===== src/design/adc_rx_pkg.sv =====
`default_nettype none

package adc_rx_pkg;

  ////////////////////
  // widths
  ////////////////////

  // one ddr lane, one edge
  localparam int LANE_W = 7;
  // left-justified sample, two low bits zero
  localparam int SAMPLE_W = 16;
  // status level field, bits 15:8
  localparam int LVL_W = 8;
  // drop count
  localparam int DROP_W = 16;

  ////////////////////
  // converter pins
  ////////////////////

  // rise half = even bits, fall half = odd bits
  typedef struct packed {
    logic [LANE_W-1:0] rise;
    logic [LANE_W-1:0] fall;
  } lane_pair_t;

  typedef struct packed {
    lane_pair_t a;
    lane_pair_t b;
    // out of range pin
    logic       ovr;
  } adc_pins_t;

  // channel a on top, b below
  typedef struct packed {
    logic [SAMPLE_W-1:0] a;
    logic [SAMPLE_W-1:0] b;
  } sample_word_t;

  ////////////////////
  // apb
  ////////////////////

  typedef struct packed {
    logic        psel;
    logic        penable;
    logic        pwrite;
    logic [3:0]  paddr;
    logic [31:0] pwdata;
  } apb_req_t;

  typedef struct packed {
    logic [31:0] prdata;
    logic        pready;
    logic        pslverr;
  } apb_rsp_t;

  // register map, byte addresses
  typedef enum logic [3:0] {
    REG_CTRL   = 4'h0,
    REG_STATUS = 4'h4,
    REG_DATA   = 4'h8,
    REG_DROPS  = 4'hC
  } reg_addr_e;

  // slave states, one wait state per transfer
  typedef enum logic [1:0] {
    IDLE,
    ACCESS,
    RESPOND
  } apb_state_e;

endpackage

`default_nettype wire


===== src/design/sample_assembler.sv =====
`default_nettype none

module sample_assembler (
  input  logic                     adc0_clk,
  input  logic                     cfg_rst,
  input  adc_rx_pkg::adc_pins_t    adc_in,
  input  logic                     enable,
  output adc_rx_pkg::sample_word_t word,
  output logic                     word_valid,
  output logic                     ovr_seen
);

  import adc_rx_pkg::*;

  // stage 1 capture
  lane_pair_t          lane_a_q;
  lane_pair_t          lane_b_q;
  // stage 2 interleave
  logic [SAMPLE_W-1:0] samp_a_q;
  logic [SAMPLE_W-1:0] samp_b_q;

  // odd bits from the fall half, even bits from the rise half
  // bit 2k+3 <- fall[k], bit 2k+2 <- rise[k]
  function automatic logic [SAMPLE_W-1:0] interleave(input lane_pair_t p);
    logic [SAMPLE_W-1:0] s;
    s = '0;
    for (int k = 0; k < LANE_W; k++) begin
      s[2*k+3] = p.fall[k];
      s[2*k+2] = p.rise[k];
    end
    // bits 1:0 stay zero
    return s;
  endfunction

  ////////////////////
  // datapath
  ////////////////////

  always_ff @(posedge adc0_clk) begin
    // capture both lane pairs on the same edge
    lane_a_q <= adc_in.a;
    lane_b_q <= adc_in.b;
    // build the samples
    samp_a_q <= interleave(lane_a_q);
    samp_b_q <= interleave(lane_b_q);
    // pack, a over b
    word.a   <= samp_a_q;
    word.b   <= samp_b_q;
  end

  ////////////////////
  // control
  ////////////////////

  always_ff @(posedge adc0_clk or posedge cfg_rst) begin
    if (cfg_rst) begin
      word_valid <= 1'b0;
      ovr_seen   <= 1'b0;
    end else begin
      // strobe sits with the pack stage
      word_valid <= enable;
      // ovr pin registered once, flag sets one edge later
      ovr_seen   <= adc_in.ovr;
    end
  end

endmodule

`default_nettype wire


===== src/design/sample_fifo.sv =====
`default_nettype none

module sample_fifo #(
  parameter int FIFO_DEPTH = 16
) (
  input  logic                          adc0_clk,
  input  logic                          cfg_rst,
  input  adc_rx_pkg::sample_word_t      wr_word,
  input  logic                          wr_valid,
  input  logic                          pop,
  output adc_rx_pkg::sample_word_t      rd_word,
  output logic                          empty,
  output logic                          full,
  output logic [adc_rx_pkg::LVL_W-1:0]  level,
  output logic                          drop
);

  import adc_rx_pkg::*;

  localparam int PTR_W = (FIFO_DEPTH > 1) ? $clog2(FIFO_DEPTH) : 1;
  localparam int CNT_W = $clog2(FIFO_DEPTH + 1);
  localparam logic [PTR_W-1:0] LAST = PTR_W'(FIFO_DEPTH - 1);

  sample_word_t     mem [FIFO_DEPTH];
  logic [PTR_W-1:0] wr_ptr;
  logic [PTR_W-1:0] rd_ptr;
  logic [CNT_W-1:0] count;
  logic             do_wr;
  logic             do_rd;

  // no back-pressure, a word arriving while full is lost
  assign do_wr = wr_valid & ~full;
  assign drop  = wr_valid & full;
  // pop on empty is ignored
  assign do_rd = pop & ~empty;

  assign empty = (count == '0);
  assign full  = (count == CNT_W'(FIFO_DEPTH));
  assign level = LVL_W'(count);

  ////////////////////
  // storage
  ////////////////////

  always_ff @(posedge adc0_clk) begin
    if (do_wr) begin
      mem[wr_ptr] <= wr_word;
    end
    // registered read, valid the cycle after pop
    if (do_rd) begin
      rd_word <= mem[rd_ptr];
    end
  end

  ////////////////////
  // pointers, count
  ////////////////////

  always_ff @(posedge adc0_clk or posedge cfg_rst) begin
    if (cfg_rst) begin
      wr_ptr <= '0;
      rd_ptr <= '0;
      count  <= '0;
    end else begin
      if (do_wr) begin
        wr_ptr <= (wr_ptr == LAST) ? '0 : wr_ptr + 1'b1;
      end
      if (do_rd) begin
        rd_ptr <= (rd_ptr == LAST) ? '0 : rd_ptr + 1'b1;
      end
      // simultaneous push and pop leaves count alone
      case ({do_wr, do_rd})
        2'b10:   count <= count + 1'b1;
        2'b01:   count <= count - 1'b1;
        default: count <= count;
      endcase
    end
  end

endmodule

`default_nettype wire


===== src/design/drop_counter.sv =====
`default_nettype none

module drop_counter (
  input  logic                          adc0_clk,
  input  logic                          cfg_rst,
  input  logic                          drop,
  input  logic                          clear,
  output logic [adc_rx_pkg::DROP_W-1:0] drops
);

  import adc_rx_pkg::*;

  logic at_max;

  // stick at all ones
  assign at_max = &drops;

  ////////////////////
  // count
  ////////////////////

  always_ff @(posedge adc0_clk or posedge cfg_rst) begin
    if (cfg_rst) begin
      drops <= '0;
    end else if (clear) begin
      // host clear wins over a drop in the same cycle
      drops <= '0;
    end else if (drop && !at_max) begin
      drops <= drops + 1'b1;
    end
  end

endmodule

`default_nettype wire


===== src/design/apb_reg_fsm.sv =====
`default_nettype none

module apb_reg_fsm (
  input  logic                          adc0_clk,
  input  logic                          cfg_rst,
  input  adc_rx_pkg::apb_req_t          apb_req,
  output adc_rx_pkg::apb_rsp_t          apb_rsp,
  input  logic                          ovr_seen,
  input  adc_rx_pkg::sample_word_t      rd_word,
  input  logic                          empty,
  input  logic                          full,
  input  logic [adc_rx_pkg::LVL_W-1:0]  level,
  input  logic [adc_rx_pkg::DROP_W-1:0] drops,
  output logic                          enable,
  output logic                          pop,
  output logic                          clear
);

  import adc_rx_pkg::*;

  apb_state_e  state;
  reg_addr_e   addr;
  logic        in_access;
  logic        wr_acc;
  logic        rd_acc;
  logic [31:0] rd_val;
  logic        acc_err;
  // response registers
  logic [31:0] rdata_q;
  logic        err_q;
  logic        data_q;
  logic        ovr_flag;

  assign addr      = reg_addr_e'(apb_req.paddr);
  assign in_access = (state == ACCESS);
  assign wr_acc    = in_access & apb_req.pwrite;
  assign rd_acc    = in_access & ~apb_req.pwrite;

  ////////////////////
  // bus fsm
  ////////////////////

  always_ff @(posedge adc0_clk or posedge cfg_rst) begin
    if (cfg_rst) begin
      state <= IDLE;
    end else begin
      case (state)
        // setup phase seen, access phase follows
        IDLE:    if (apb_req.psel && !apb_req.penable) state <= ACCESS;
        // one wait state
        ACCESS:  state <= RESPOND;
        // pready for exactly one cycle
        RESPOND: state <= IDLE;
        default: state <= IDLE;
      endcase
    end
  end

  ////////////////////
  // decode
  ////////////////////

  always_comb begin
    rd_val  = '0;
    acc_err = 1'b0;
    case (addr)
      REG_CTRL:   rd_val = {31'd0, enable};
      REG_STATUS: rd_val = {16'd0, level, 5'd0, ovr_flag, full, empty};
      // read of an empty buffer errors and returns 0
      REG_DATA:   acc_err = ~apb_req.pwrite & empty;
      REG_DROPS:  rd_val = {{(32-DROP_W){1'b0}}, drops};
      default:    acc_err = 1'b1;
    endcase
  end

  // pop in ACCESS, word lands in rd_word for RESPOND
  assign pop   = rd_acc & (addr == REG_DATA) & ~empty;
  // any write to DROPS
  assign clear = wr_acc & (addr == REG_DROPS);

  ////////////////////
  // control, status
  ////////////////////

  always_ff @(posedge adc0_clk or posedge cfg_rst) begin
    if (cfg_rst) begin
      enable   <= 1'b0;
      ovr_flag <= 1'b0;
      err_q    <= 1'b0;
      data_q   <= 1'b0;
    end else begin
      if (wr_acc && addr == REG_CTRL) begin
        enable <= apb_req.pwdata[0];
      end
      // sticky, a new ovr beats the write-one clear
      if (ovr_seen) begin
        ovr_flag <= 1'b1;
      end else if (wr_acc && addr == REG_STATUS && apb_req.pwdata[2]) begin
        ovr_flag <= 1'b0;
      end
      // held only through RESPOND
      err_q  <= in_access & acc_err;
      data_q <= pop;
    end
  end

  // read data for the register reads
  always_ff @(posedge adc0_clk) begin
    if (in_access) begin
      rdata_q <= rd_acc ? rd_val : '0;
    end
  end

  always_comb begin
    apb_rsp.prdata  = data_q ? rd_word : rdata_q;
    apb_rsp.pready  = (state == RESPOND);
    apb_rsp.pslverr = err_q;
  end

endmodule

`default_nettype wire


===== src/design/adc_rx_top.sv =====
`default_nettype none

module adc_rx_top #(
  parameter int FIFO_DEPTH = 16
) (
  input  logic                  adc0_clk,
  input  logic                  cfg_rst,
  input  adc_rx_pkg::adc_pins_t adc_in,
  input  adc_rx_pkg::apb_req_t  apb_req,
  output adc_rx_pkg::apb_rsp_t  apb_rsp
);

  import adc_rx_pkg::*;

  // assembler to buffer
  sample_word_t      word;
  logic              word_valid;
  logic              ovr_seen;
  // buffer to registers
  sample_word_t      rd_word;
  logic              empty;
  logic              full;
  logic [LVL_W-1:0]  level;
  logic              drop;
  // registers back out
  logic              enable;
  logic              pop;
  logic              clear;
  logic [DROP_W-1:0] drops;

  ////////////////////
  // capture path
  ////////////////////

  sample_assembler i_asm (
    .adc0_clk   (adc0_clk),
    .cfg_rst    (cfg_rst),
    .adc_in     (adc_in),
    .enable     (enable),
    .word       (word),
    .word_valid (word_valid),
    .ovr_seen   (ovr_seen)
  );

  sample_fifo #(
    .FIFO_DEPTH (FIFO_DEPTH)
  ) i_fifo (
    .adc0_clk (adc0_clk),
    .cfg_rst  (cfg_rst),
    .wr_word  (word),
    .wr_valid (word_valid),
    .pop      (pop),
    .rd_word  (rd_word),
    .empty    (empty),
    .full     (full),
    .level    (level),
    .drop     (drop)
  );

  drop_counter i_drops (
    .adc0_clk (adc0_clk),
    .cfg_rst  (cfg_rst),
    .drop     (drop),
    .clear    (clear),
    .drops    (drops)
  );

  ////////////////////
  // host side
  ////////////////////

  apb_reg_fsm i_regs (
    .adc0_clk (adc0_clk),
    .cfg_rst  (cfg_rst),
    .apb_req  (apb_req),
    .apb_rsp  (apb_rsp),
    .ovr_seen (ovr_seen),
    .rd_word  (rd_word),
    .empty    (empty),
    .full     (full),
    .level    (level),
    .drops    (drops),
    .enable   (enable),
    .pop      (pop),
    .clear    (clear)
  );

endmodule

`default_nettype wire


===== config.mk =====
export PLATFORM = sky130hd
export DESIGN_NAME = adc_rx_top
export DESIGN_NICKNAME = d
export VERILOG_FILES = /design/src/design/adc_rx_pkg.sv /design/src/design/sample_assembler.sv /design/src/design/sample_fifo.sv /design/src/design/drop_counter.sv /design/src/design/apb_reg_fsm.sv /design/src/design/adc_rx_top.sv
export SDC_FILE = /design/constraint.sdc
export NUM_CORES = 1
export LEC_CHECK = 0
export BUFFER_PORTS_ARGS = -buffer_cell sky130_fd_sc_hd__buf_4
export CAP_MARGIN = 30
export CORE_ASPECT_RATIO = 1.25
export CORE_MARGIN = 2
export CORE_UTILIZATION = 66
export DETAILED_ROUTE_END_ITERATION = 10
export PLACE_DENSITY = 0.84
export SLEW_MARGIN = 25
export SYNTH_ARGS = -nofsm -noshare
export SYNTH_HDL_FRONTEND = slang
export SYNTH_HIERARCHICAL = 1
export SYNTH_SLANG_ARGS = --single-unit

===== constraint.sdc =====
create_clock -name adc0_clk -period 6 [get_ports adc0_clk]
set_input_delay 0.3 -clock adc0_clk [delete_from_list [all_inputs] [get_ports adc0_clk]]
set_output_delay 0.3 -clock adc0_clk [all_outputs]
set_load 0.02 [all_outputs]

==> flow_metrics.tcl <==
set metrics [dict create \
    chipWidth_um 178 \
    register_bit_total_from_synthesis 681 \
    mappedNetlistArea_mm2 0.0250 \
    worstSetupEndpointType "flop" \
    post_route_cells_drive_above_1_share 0.267 \
    switching_share 0.216 \
    p_seq_frac 0.533 \
    grt_max_degree 85 \
    cellInternalPower_uw 7950 \
    yosys.area.top_type_share 0.673 \
    initial_core_util 0.671 \
    die_y_um 222 \
    leakage_uw 0.00958 \
    design.die.area_mm2 0.0395 \
    reg2reg_slack_ns 1.78 \
    timing.setup.critical_path_class "flop to flop" \
    grt_pass1_vias 13200 \
    drc 0 \
    final_antenna_net_count 0 \
    share_clk_of_total_power 0.396 \
    synth.avg_cell_area_um2 20.4 \
    maxClockFrequency_ghz 0.237 \
    worst_path_most_repeated_cell "ha_1" \
    core.rowCount 79 \
    r2r_cells 12 \
    drt_iter0_drc 1837 \
    avgViaCountPerCell 6.77 \
    area_of_the_multi_input_gates_mm2 0.00522 \
    ios 104 \
    final.setup.tns_ns 0 \
    peakVddDrop_mv 0.280 \
    regArea_mm2 0.0194 \
    cts.clk_slew.worst_paths_ns 0.06 \
    grt.overflow.total 0 \
    h_tree_depth_reported_by_cts 2 \
    synthTopCellsByArea "edfxtp_1, mux4_2, dfxtp_1" \
    report.final.slew_viol_count 0 \
    combPwrFrac 0.071 \
    postSynth.asyncResetShare 0.0543 \
    worstSetupStartpointType "flop" \
    placer_congestion_estimate 0.860 \
    yosys.cell_types.count 59 \
    wire_per_inst_um 29.7 \
    period_share 0.703 \
    sequential_to_total_area_share_from_yosys_stat 0.777 \
    setup_slack_ns 1.78 \
    worst_ep_required_time_ns 6.48 \
    power.switching_uw 2190 \
    yosys-top-cells-count "edfxtp_1, mux4_2, dfxtp_1, a22oi_1, nand2_1" \
    ant_cells 0 \
    tritoncts_num_sinks 681 \
    drt_pre_antenna_iters 6 \
    num-nets-final 1447 \
    core_mm2 0.0373 \
    min_from "apb_req[2]" \
    clock_latency_ns 0.61 \
    capture_instance_of_the_worst_register_to_register_path "i_fifo/count[4]" \
    postSynthCellCount 1226 \
    areaGrowthSynthToFinish_pct 14.3 \
    finish.utilization 0.767 \
    tightestPinTransition_ns 0.882 \
    min_delay_worst_endpoint "i_regs/ovr_flag" \
    slew-limit-headroom 0.412 \
    vias 12900 \
    total_detailed_routing_wirelength_mm 56.6 \
    initial_antenna_violation_count 0 \
    yosys_warnings 6 \
    worst_path_largest_cell_delay_ns 0.65 \
    placement.io_buffers 73 \
    drv.max_cap_violation_count 0 \
    nFillCells 1793 \
    grt_setup_unrepaired "false" \
    period_needed_ns 4.22 \
    status "finished, final reports clean" \
    synth_most_common_cell "edfxtp_1" \
    setup-violations-final 0 \
    holdCritPathClass "input pin to flop" \
    post-place-ws_ns 1.96 \
    clk_path_buf_depth 3 \
    tritoncts_clock_tree "yes" \
    hold-path-cell-count 4 \
    cts.root.buffer_cell "clkbuf_16" \
    power-per-cell-area_mw_per_mm2 355 \
    timing.final.hold_violations 0 \
    cts_inserted_buffers 60 \
    cp_cell_instances "nor4b_1 -> nand3_1 -> nor2_1 -> o21ai_2 -> inv_2 -> buf_4 -> ha_1 -> ha_1 -> a21o_1 -> a2111oi_0 -> a31oi_1 -> a221o_1" \
    maximum_fanout_along_the_worst_path 35 \
    timing.rr.start "i_regs/state[1]" \
    postSynth.topFlopCell "edfxtp_1" \
    crit_path_top_delay_cell "nor4b_1" \
    synth_edf_count 560 \
    dpl.hpwl_mm 27.5 \
    wire_length_of_the_first_global_routing_pass_mm 83.2 \
    post_cts_resized 0 \
    worst_ep_arrival_time_ns 4.70 \
    fin_worst_skew_ns 0.0177 \
    groute.usage.overall 0.294 \
    post-synth-top-area-cell "edfxtp_1" \
]
==> through the flow <==
stage               hold slack, ns  instances  power, µW  area [µm²]
finish                      0.0240       1904      10100       28600
global route                0.0425       1904      10400       28600
CTS                         0.0125       1902      10200       28500
detailed placement           0.196       1753       6150       26100
global placement             0.190       1752       6110       26100
floorplan                   0.0412       1231       5980       25000
==> cells by family (layout without fill, tap and decap cells) <==
group	count (synthesis)	count (layout)	synth area share
adder cells (fa/ha/maj)	11	11	0.00581
buffers and inverters	79	266	0.0164
AND/OR/NAND/NOR	172	172	0.0366
AO/OA/AOI/OAI	115	115	0.0326
XOR/XNOR	5	5	0.00175
multiplexers	161	161	0.130
flip-flops	681	681	0.777
other	2	7	0.000300
==> sequential cells by signal, summed over array words and instances, names as in the netlist, 2 cells and up <==
name and flops:
i_asm/lane_b_q 14, i_regs/state 2, i_asm/samp_a_q 14, i_fifo/rd_ptr 4, i_drops/drops 16, i_asm/samp_b_q 14, i_fifo/rd_word 32, i_fifo/count 5
i_fifo/wr_ptr 4, i_fifo/mem 512, i_asm/word 28, i_regs/rdata_q 16, i_asm/lane_a_q 14
==> power by group through the flow <==
stage	combinational, µW	clock [µW]	sequential, µW
floorplan	555	0	5430
global placement	618	0	5490
detailed placement	645	0	5510
CTS	687	4050	5420
global route	773	4220	5410
finish	724	4020	5400
==> layer usage <==
metal	part of all wire	global-route usage	vias to the layer above
met5	0	0	-
met4	0.039	0.121	0
met3	0.10	0.0526	176
met2	0.51	0.489	946
met1	0.35	0.387	6543
li1	-	-	5217
==> repair_timing <==
action,CTS,global route
buffers inserted,0,0
hold buffers,35,0
hold endpoints to repair,69,0
==> worst max-delay path, delay by kind of cell, from the launching register on <==
kind            cells  cell delay, ns
compound gates      5            1.20
simple gates        3            1.06
fa+ha+maj           2            0.82
buf+inv             2            0.59
flops               1            0.43
==> worst max-delay path by stage <==
stage,end,from,slack [ns]
3_3_place_gp,i_fifo/count[4],i_regs/state[1],2.10
3_5_place_dp,i_fifo/count[4],i_regs/state[1],1.96
2_1_floorplan,i_fifo/count[4],apb_req[35],2.49
4_1_cts,i_fifo/count[4],i_regs/state[1],1.91
6_report,i_fifo/count[4],i_regs/state[1],1.78
5_1_grt,i_fifo/count[4],i_regs/state[1],1.61
==> cell usage in the layout, fill, tap and decap left out, drive strengths merged, types with 4 or more instances in the layout <==
| cell | count |
|---|---|
| mux2i | 12 |
| a21oi | 11 |
| buf | 101 |
| nand2 | 48 |
| or3 | 8 |
| clkbuf | 89 |
| and3 | 5 |
| ha | 10 |
| bufinv | 6 |
| mux4 | 128 |
| o31ai | 5 |
| a21o | 4 |
| dfrtp | 37 |
| edfxtp | 560 |
| xnor2 | 4 |
| nor2b | 6 |
| dlygate4sd3 | 35 |
| clkinv | 13 |
| nand3 | 13 |
| nor2 | 26 |
| nand2b | 5 |
| mux2 | 21 |
| conb | 7 |
| inv | 18 |
| and2 | 34 |
| o21ai | 14 |
| clkinvlp | 4 |
| dfxtp | 84 |
| a22oi | 64 |
| nor3b | 9 |
| or4 | 5 |
==> cell type report <==
cell class | instances | share of cell area
sequential | 681 | 0.680
clock buffer | 89 | 0.0628
inverter | 16 | 0.00210
multi-input combinational | 471 | 0.183
timing repair buffer | 136 | 0.0403
clock inverter | 25 | 0.0105
tap | 486 | 0.0213
No activity file was read; power rests on OpenSTA's default activity.
